==> src/verilog/sdram_defines.svh <==
// SDRAM Init Constants
`ifndef SDRAM_DEFINES_SVH
`define SDRAM_DEFINES_SVH

//////////////////////////////////////////////////
// timing
//////////////////////////////////////////////////
`define POWER_UP_CYCLES 8        // power-up hold in clocks for simulation
`define REFRESH_WINDOW 39        // bounds the initial refresh loop
`define TIMER_WIDTH 16           // down-counter width

//////////////////////////////////////////////////
// device geometry
//////////////////////////////////////////////////
`define ROW_WIDTH 13             // A12 to A0
`define BANK_WIDTH 2             // BA1 and BA0

//////////////////////////////////////////////////
// mode register
//////////////////////////////////////////////////
`define MODE_CAS_LATENCY 2       // two clocks
`define MODE_BURST_LENGTH 0      // one word per access
`define MODE_BURST_TYPE 0        // sequential
`define MODE_WRITE_BURST 1       // single-location writes

`define PRECHARGE_ALL_BIT 10     // A10 selects all banks

`endif

==> src/verilog/SdramPkg.sv <==
// SDRAM Init Types
`default_nettype none

`include "sdram_defines.svh"

package SdramPkg;

	// commands the sequencer can ask for
	typedef enum logic [2:0] {
		CmdPowerUp,                          // cke and cs held low
		CmdNop,
		CmdPrechargeAll,
		CmdAutoRefresh,
		CmdModeSet
	} cmdKind_t;

	// pin levels in bus order
	typedef struct packed {
		logic cke;                           // clock enable, active high
		logic csL;
		logic rasL;
		logic casL;
		logic weL;
	} sdramCmd_t;

	// mode register layout on A12 down to A0
	typedef struct packed {
		logic [2:0] reserved;                // A12 to A10 held zero
		logic       writeBurst;              // A9
		logic [1:0] opMode;                  // A8 and A7
		logic [2:0] casLatency;              // A6 to A4
		logic       burstType;               // A3
		logic [2:0] burstLength;             // A2 to A0
	} modeWord_t;

	// the same address pins seen as a row word or a mode word
	typedef union packed {
		logic [`ROW_WIDTH-1:0] row;
		modeWord_t             mode;
	} sdramAddr_u;

	typedef struct packed {
		sdramCmd_t              cmd;
		logic [`BANK_WIDTH-1:0] ba;
		sdramAddr_u             addr;
	} sdramBus_t;

	typedef enum logic [3:0] {
		StInitialising,
		StWaitPowerUp,
		StFirstNop,
		StPrechargeAll,
		StSecondNop,
		StRefresh,
		StRefreshNopA,
		StRefreshNopB,
		StRefreshCheck,                      // last of the three refresh NOPs
		StLoadMode,
		StModeNop,
		StIdle
	} initState_t;

endpackage

`default_nettype wire

==> src/verilog/InitTimer.sv <==
// Init Down Counter
`timescale 1ns/1ps
`default_nettype none

`include "sdram_defines.svh"

module InitTimer (
	input  wire logic                    Clock,
	input  wire logic                    Reset_L,
	input  wire logic                    load,     // load value on next edge
	input  wire logic [`TIMER_WIDTH-1:0] value,
	output logic                         done      // count sits at zero
);

	logic [`TIMER_WIDTH-1:0] count;

	//////////////////////////////////////////////////
	// count down and stop at zero
	//////////////////////////////////////////////////
	always_ff @(posedge Clock or negedge Reset_L) begin
		if (!Reset_L) begin
			count <= '0;                                  // expired after reset
		end else if (load) begin
			count <= value;                               // load wins over decrement
		end else if (count != '0) begin
			count <= count - `TIMER_WIDTH'd1;             // saturates at zero
		end
	end

	assign done = (count == '0);                          // straight from the count

endmodule

`default_nettype wire

==> src/verilog/InitSequencer.sv <==
// SDRAM Init State Machine
`timescale 1ns/1ps
`default_nettype none

`include "sdram_defines.svh"

module InitSequencer import SdramPkg::*; (
	input  wire logic                    Clock,
	input  wire logic                    Reset_L,
	input  wire logic                    timerDone,   // timer at zero
	output logic                         timerLoad,   // one-cycle load pulse
	output logic [`TIMER_WIDTH-1:0]      timerValue,
	output cmdKind_t                     kind,        // command for the next cycle
	output logic                         releaseCpu   // high only in idle
);

	initState_t state;
	initState_t nextState;

	//////////////////////////////////////////////////
	// state register
	//////////////////////////////////////////////////
	always_ff @(posedge Clock or negedge Reset_L) begin
		if (!Reset_L) begin
			state <= StInitialising;
		end else begin
			state <= nextState;
		end
	end

	//////////////////////////////////////////////////
	// next state and command choice
	//////////////////////////////////////////////////
	always_comb begin
		nextState  = state;                              // hold by default
		timerLoad  = 1'b0;
		timerValue = '0;
		kind       = CmdNop;                             // most states issue NOP
		releaseCpu = 1'b0;

		unique case (state)
			StInitialising: begin
				kind       = CmdPowerUp;                 // cke and cs low
				timerLoad  = 1'b1;                       // start power-up delay
				timerValue = `TIMER_WIDTH'(`POWER_UP_CYCLES);
				nextState  = StWaitPowerUp;
			end

			StWaitPowerUp: begin
				kind = CmdPowerUp;
				if (timerDone) begin                     // delay elapsed
					nextState = StFirstNop;
				end
			end

			StFirstNop: begin
				nextState = StPrechargeAll;              // first command with cke high
			end

			StPrechargeAll: begin
				kind      = CmdPrechargeAll;             // A10 set in command issue
				nextState = StSecondNop;
			end

			StSecondNop: begin
				timerLoad  = 1'b1;                       // open the refresh window
				timerValue = `TIMER_WIDTH'(`REFRESH_WINDOW);
				nextState  = StRefresh;
			end

			StRefresh: begin
				kind      = CmdAutoRefresh;
				nextState = StRefreshNopA;
			end

			StRefreshNopA: begin
				nextState = StRefreshNopB;
			end

			StRefreshNopB: begin
				nextState = StRefreshCheck;
			end

			StRefreshCheck: begin
				if (timerDone) begin                     // window closed
					nextState = StLoadMode;
				end else begin
					nextState = StRefresh;               // another pass of four cycles
				end
			end

			StLoadMode: begin
				kind      = CmdModeSet;
				nextState = StModeNop;
			end

			StModeNop: begin
				nextState = StIdle;
			end

			StIdle: begin
				releaseCpu = 1'b1;                       // let the CPU run
			end

			default: begin
				nextState = StInitialising;              // unused encodings restart
			end
		endcase
	end

endmodule

`default_nettype wire

==> src/verilog/CommandIssue.sv <==
// SDRAM Command Pin Driver
`timescale 1ns/1ps
`default_nettype none

`include "sdram_defines.svh"

module CommandIssue import SdramPkg::*; (
	input  wire logic     Clock,
	input  wire logic     Reset_L,
	input  wire cmdKind_t kind,           // requested command
	input  wire logic     releaseCpu,     // idle reached
	output sdramBus_t     SdramBus,       // registered pins
	output logic          ResetOut_L      // registered CPU reset
);

	// cke csL rasL casL weL
	localparam sdramCmd_t PinsPowerUp  = 5'b00000;   // everything low
	localparam sdramCmd_t PinsNop      = 5'b10111;
	localparam sdramCmd_t PinsPrecharge = 5'b10010;
	localparam sdramCmd_t PinsRefresh  = 5'b10001;
	localparam sdramCmd_t PinsModeSet  = 5'b10000;

	sdramBus_t nextBus;

	//////////////////////////////////////////////////
	// command decode
	//////////////////////////////////////////////////
	always_comb begin
		nextBus = '0;                                    // ba and address zero
		unique case (kind)
			CmdPowerUp: nextBus.cmd = PinsPowerUp;
			CmdNop:     nextBus.cmd = PinsNop;
			CmdPrechargeAll: begin
				nextBus.cmd = PinsPrecharge;
				nextBus.addr.row[`PRECHARGE_ALL_BIT] = 1'b1;   // all banks
			end
			CmdAutoRefresh: nextBus.cmd = PinsRefresh;
			CmdModeSet: begin
				nextBus.cmd                  = PinsModeSet;
				nextBus.ba                   = '0;             // base mode register
				nextBus.addr.mode.reserved   = '0;
				nextBus.addr.mode.writeBurst = 1'(`MODE_WRITE_BURST);
				nextBus.addr.mode.opMode     = '0;             // standard operation
				nextBus.addr.mode.casLatency = 3'(`MODE_CAS_LATENCY);
				nextBus.addr.mode.burstType  = 1'(`MODE_BURST_TYPE);
				nextBus.addr.mode.burstLength = 3'(`MODE_BURST_LENGTH);
			end
			default: nextBus.cmd = PinsNop;
		endcase
	end

	//////////////////////////////////////////////////
	// output registers
	//////////////////////////////////////////////////
	always_ff @(posedge Clock or negedge Reset_L) begin
		if (!Reset_L) begin
			SdramBus   <= '0;                            // power-up levels
			ResetOut_L <= 1'b0;                          // hold CPU in reset
		end else begin
			SdramBus   <= nextBus;                       // one cycle behind the state
			ResetOut_L <= releaseCpu;
		end
	end

endmodule

`default_nettype wire

==> src/verilog/SdramInitController.sv <==
// SDRAM Init Controller Top
`timescale 1ns/1ps
`default_nettype none

`include "sdram_defines.svh"

module SdramInitController import SdramPkg::*; (
	input  wire logic Clock,
	input  wire logic Reset_L,          // asynchronous, active low
	output sdramBus_t SdramBus,         // pins to the SDRAM
	output logic      ResetOut_L        // reset to the CPU
);

	logic                    timerDone;     // timer back to the FSM
	logic                    timerLoad;
	logic [`TIMER_WIDTH-1:0] timerValue;
	cmdKind_t                kind;          // FSM to pin driver
	logic                    releaseCpu;

	InitSequencer sequencer (
		.Clock      (Clock),
		.Reset_L    (Reset_L),
		.timerDone  (timerDone),
		.timerLoad  (timerLoad),
		.timerValue (timerValue),
		.kind       (kind),
		.releaseCpu (releaseCpu)
	);

	InitTimer initTimer (
		.Clock   (Clock),
		.Reset_L (Reset_L),
		.load    (timerLoad),
		.value   (timerValue),
		.done    (timerDone)
	);

	CommandIssue commandIssue (
		.Clock      (Clock),
		.Reset_L    (Reset_L),
		.kind       (kind),
		.releaseCpu (releaseCpu),
		.SdramBus   (SdramBus),
		.ResetOut_L (ResetOut_L)
	);

endmodule

`default_nettype wire

==> config.mk <==
export PLATFORM = sky130hd
export DESIGN_NAME = SdramInitController
export DESIGN_NICKNAME = d
export VERILOG_FILES = /design/src/verilog/SdramPkg.sv /design/src/verilog/InitTimer.sv /design/src/verilog/InitSequencer.sv /design/src/verilog/CommandIssue.sv /design/src/verilog/SdramInitController.sv
export VERILOG_INCLUDE_DIRS = /design/src /design/src/verilog
export SDC_FILE = /design/constraint.sdc
export NUM_CORES = 1
export LEC_CHECK = 0
export BUFFER_PORTS_ARGS = -buffer_cell sky130_fd_sc_hd__buf_2
export CAP_MARGIN = 40
export CORE_AREA = 5 5 72 74
export DETAILED_ROUTE_END_ITERATION = 7
export DIE_AREA = 0 0 77 79
export SLEW_MARGIN = 20
export SYNTH_ARGS = -nofsm -noshare
export SYNTH_HDL_FRONTEND = slang
export SYNTH_SLANG_ARGS = --single-unit
==> constraint.sdc <==
create_clock -name Clock -period 2.1 [get_ports Clock]
set_clock_uncertainty 0.15 [all_clocks]
set_input_delay 0.315 -clock Clock [delete_from_list [all_inputs] [get_ports Clock]]
set_output_delay 0.315 -clock Clock [all_outputs]
set_load 0.03 [all_outputs]
# Word level (Yosys, flattened, before mapping)
# Cells that the tools add are included.
dict set report totals {
  regBits 37
  out_inout_bits 21
}
dict set report op_classes {
  n_addsub 1
  n_bitwise 1
  reduce_logical 8
  eq_ne 15
  n_mux 12
}
# cell n
set ops {}
lappend ops {{4-bit case mux with 12 select lines} 1}
lappend ops {{16-bit 2-to-1 mux} 2}
lappend ops {{5-bit case mux with 4 select lines} 1}
lappend ops {{4-bit by 3-bit == test with 1-bit output, second input constant} 4}
lappend ops {{4-bit == test, second input constant} 4}
lappend ops {{16-bit zero test} 1}
lappend ops {{16-bit nonzero test} 1}
lappend ops {{16-bit by 1-bit subtractor with 16-bit output, second input constant} 1}
lappend ops {{3-bit case mux with 4 select lines} 1}
lappend ops {{6-bit case mux with 2 select lines} 1}
lappend ops {{10-bit 2-to-1 mux} 1}
lappend ops {{4-bit by 2-bit == test with 1-bit output, second input constant} 2}
lappend ops {{4-bit 2-to-1 mux} 2}
lappend ops {{3-bit by 2-bit == test with 1-bit output, second input constant} 2}
lappend ops {{4-bit by 1-bit == test with 1-bit output, second input constant} 1}
lappend ops {{4-bit zero test} 1}
lappend ops {{2-bit OR reduction} 2}
lappend ops {{3-bit == test, second input constant} 1}
lappend ops {{3-bit zero test} 1}
lappend ops {{1-bit 2-to-1 mux} 3}
lappend ops {{2-bit by 1-bit != test with 1-bit output, second input constant} 1}
lappend ops {{2-bit AND reduction} 1}
lappend ops {{2-bit nonzero test} 1}
lappend ops {{1-bit inverter} 1}

# Longest topological paths before layout
dict set report depth {
  ltp_word 5
  ltp_mapped 6
}

# Modules after synthesis
# A second synthesis with hierarchy kept.
dict set report hier_totals {
  hier_cells 185
  area_unflattened_um2 1767.9
}
# module n_inst area_per_inst_um2 cells_per_inst
set by_module_without_submodules {}
lappend by_module_without_submodules {InitTimer 1 1006.0 104}
lappend by_module_without_submodules {InitSequencer 1 424.2 51}
lappend by_module_without_submodules {CommandIssue 1 337.8 30}

# Worst setup path after synthesis
# No wires, ideal clock.
dict set report synth_path {
  kind {register to register}
  start {register initTimer.count[0]}
  end {register sequencer.state[2]}
  n_path_buf 0
  setup_slack_ps 129
  stages_incl_launch_ff 7
  synth_period_minus_slack_ps 1971
  required_time_ps 1832
  arrival_ps 1703
  path_cell_list {dfrtp_1 -> inv_1 -> ha_1 -> or3b_2 -> nor3_4 -> a21oi_1 -> a21o_1}
}
dict set report synth_via {
  elab_chain_len 3
}
# item line
set synth_lines {}
lappend synth_lines {{from (decl)} InitTimer.sv:15} ;# logic [`TIMER_WIDTH-1:0] count;
lappend synth_lines {{from (signal assigned)} InitTimer.sv:24} ;# count <= value;
lappend synth_lines {{from (signal assigned)} InitTimer.sv:26} ;# count <= count - `TIMER_WIDTH'd1;
lappend synth_lines {{16-bit zero test *} InitTimer.sv:30} ;# assign done = (count == '0);
lappend synth_lines {{4-bit 2-to-1 mux or 2-bit by 1-bit != test with 1-bit output (tied branches)} n/a}
lappend synth_lines {{4-bit case mux with 12 select lines or 2-bit AND reduction (tied branches)} n/a}
lappend synth_lines {{to (signal assigned)} InitSequencer.sv:25} ;# state <= StInitialising;
lappend synth_lines {{to (signal assigned)} InitSequencer.sv:27} ;# state <= nextState;
lappend synth_lines {{to (decl)} InitSequencer.sv:17} ;# initState_t state;
# Every way passes the cells marked *; elsewhere a longest branch is shown, timed or not.
# A chain may end at the register's enable or synchronous reset.

# Worst setup path in the final report
dict set report layout_path {
  start {register initTimer.count[1]}
  end {register initTimer.count[15]}
}
dict set report layout_via {
  elab_chain_len 3
}
# item line
set layout_lines {}
lappend layout_lines {{16-bit by 1-bit subtractor with 16-bit output} InitTimer.sv:26}
lappend layout_lines {{16-bit 2-to-1 mux} InitTimer.sv:25} ;# end else if (count != '0) begin
lappend layout_lines {{16-bit 2-to-1 mux} InitTimer.sv:23} ;# end else if (load) begin
# Parallel ways exist; a longest one is shown, timed or not. The select of a mux whose other input is x is not followed.

==> run metrics <==
TritonCTS Buffers=3; Nets=185; period utilization=0.936; Sw Pwr=0.000213 W; relative slew slack=0.600; Gate Count Post-Synth=165; first-pass GRT wire length=5310 µm; number of global-route vias before repair=1141; DRC=0; All-Layer GR Usage=0.103; Avg Cell Area, Syn=9.29 µm²; Final HPWL DP=2250 µm; GPL Wtd Cong=0.803; vias=1189; Lkg Pwr=0.774 nW; Seq/Total Area, Yosys=0.441; Via density=5.06; Yosys reg bits=27; Starting DRT DRC Count=89; core footprint=4540 µm²; Port Buffers=9; Synth Flop Type=dfrtp_1; clock slew at reported path FFs=100 ps; Root Buffer=clkbuf_8; Critical Path Fanout Max=4; commonest non-fill, non-tap cells in the layout=27 x dfrtp_1, 14 x nor2_1, 14 x nand2_1, 13 x conb_1, 12 x a21oi_1; Clock Latency Late Sink=270 ps; Pint=0.000656 W; Tightest Hold Check Type=in2async; Initial Util=0.338; fillers=459; initial antenna violation count=0; Clock Path Buffers=2; power share of the combinational group=0.049; # rows=25; CTS tree=done; MaxCap Viol Count=0; n_diodes=0; Critical Path End Type=register; Flop pwr share=0.597; drt pass-1 iters=4; YS warnings=0; Least-Margin Pin Slew=601 ps; Clock Power Share=0.354; count of pins over their slew limit=0; Worst Path Required=2150 ps; placed cell area=1630 µm²; Die W=77 µm; worst setup path class=reg2reg; Routed WL=3010 µm; Top Ports=23; CTS H-Tree Depth=1; cell area after layout=1710 µm²; drt wl/cell=12.8 µm; global route overflow=0; Post-synth ARST share=1.00; Setup-failing EPs final=0; die area=6080 µm²; RSZ-0062 raised after global routing=no; Sw Ratio=0.245; number of flops mapped to enable cells by yosys=0; share of layout cells above drive strength 1=0.199; final antenna-violating net count=0; final setup TNS=0 ps; status=finished, final reports clean; fmax=508 MHz; clock net sink count=27; maximum number of pins on one net before global-route repair=28; Die Height=79 µm; Hold Vio Cnt, Final=0; min cycle time layout=1970 ps; area growth from synthesis to layout=11.3%; Power Density=510 nW/µm²; Synth cell types=42; setup repair bufs after CTS=0; worst path arrival time=2020 ps; Mapped Area=1530 µm²; Max rail drop VDD=238 µV; most common library cell in the layout ignoring fill and taps=dfrtp_1; Setup crit start kind=register
-- repair_timing --
action	4_1_cts	5_1_grt
endpoints found under the hold margin	27	0
hold buffers	1	0
endpoints found under the setup margin	0	8
resized for setup	0	3
-- cells in the mapped netlist (4+ instances only) --
library cell | instances | area share
nand4_1 | 4 | 0.016
a21oi_1 | 12 | 0.039
or3_1 | 5 | 0.020
dfrtp_1 | 27 | 0.44
o31ai_1 | 5 | 0.024
buf_4 | 14 | 0.069
clkbuf_1 | 5 | 0.012
inv_1 | 5 | 0.012
nor3_1 | 6 | 0.020
nor2_1 | 14 | 0.034
o21ai_0 | 10 | 0.033
nand2_1 | 14 | 0.034
-- logic make-up after synthesis --
| kind of cell | count (synthesis) | synth area share |
|---|---|---|
| and+or+nand+nor | 68 | 0.263 |
| AOI/OAI and AO/OA | 38 | 0.154 |
| DFF | 27 | 0.441 |
| buffers and inverters | 24 | 0.0931 |
| muxes | 4 | 0.0269 |
| xor gates and xnor gates | 2 | 0.0114 |
| adders and majority gates | 1 | 0.00816 |
| other | 1 | 0.00245 |
-- through the flow --
stage | hold WS, ps | setup WS, ps | cells | util | total power (W)
after floorplan | -131 | 129 | 177 | - | 0.000579
after global placement | 214 | 121 | 230 | 0.360 | 0.000571
after detailed placement | 217 | 84.6 | 230 | 0.360 | 0.000571
after CTS | 437 | 60.2 | 235 | 0.373 | 0.000880
after global routing | 451 | 19.8 | 235 | 0.376 | 0.000908
final | 425 | 133 | 235 | 0.376 | 0.000869
-- power by group through the flow --
| stage | logic, W | registers (W) | clock network [W] |
|---|---|---|---|
| after floorplan | 0.0000489 | 0.000530 | 0 |
| after global placement | 0.0000416 | 0.000530 | 0 |
| after detailed placement | 0.0000417 | 0.000530 | 0 |
| after CTS | 0.0000432 | 0.000520 | 0.000318 |
| after global routing | 0.0000470 | 0.000520 | 0.000341 |
| final | 0.0000425 | 0.000519 | 0.000307 |
-- critical path: stages (launching register included) --
cell,delay (ps)
dfrtp_1,390
buf_4,160
nor4_4,350
nand4_1,190
or4_1,500
a21oi_1,160
-- flip-flops by register name, indices dropped and copies added (netlist names) --
register / flops
initTimer.count: 16
commandIssue.SdramBus: 6
commandIssue.ResetOut_L: 1
sequencer.state: 4
-- layer usage --
layer / vias to the layer above / part of all wire / routed length (µm) / global-route usage
li1: 600 / - / - / -
met1: 581 / 0.50 / 1500 / 0.143
met2: 6 / 0.48 / 1450 / 0.168
met3: 2 / 0.016 / 48 / 0.0181
met4: 0 / 0.0046 / 14 / 0.0258
met5: - / 0 / 0 / 0
-- area by class of cell --
| type | count | area [µm²] | share of cell area |
|---|---|---|---|
| Clock buffer | 3 | 41.3 | 0.0242 |
| Sequential cell | 27 | 676 | 0.396 |
| Tap cell | 54 | 67.6 | 0.0396 |
| Inverter | 5 | 18.8 | 0.0110 |
| Timing Repair Buffer | 19 | 123 | 0.0719 |
| Multi-Input combinational cell | 126 | 772 | 0.453 |
| Clock inverter | 1 | 7.51 | 0.00440 |
-- worst paths after layout --
path / from / to / slack, ps / cells after the start
setup / recovery: initTimer.count[1] / initTimer.count[15] / 130 / 5
hold / removal: Reset_L / initTimer.count[13] / 430 / 2
setup reg to reg: initTimer.count[1] / initTimer.count[15] / 130 / 5
hold reg to reg: initTimer.count[15] / initTimer.count[15] / 440 / 2
max in group asynchronous: Reset_L / initTimer.count[0] / 980 / 2
min in group Clock: initTimer.count[15] / initTimer.count[15] / 440 / 2
No activity file was read; power rests on OpenSTA's default activity.
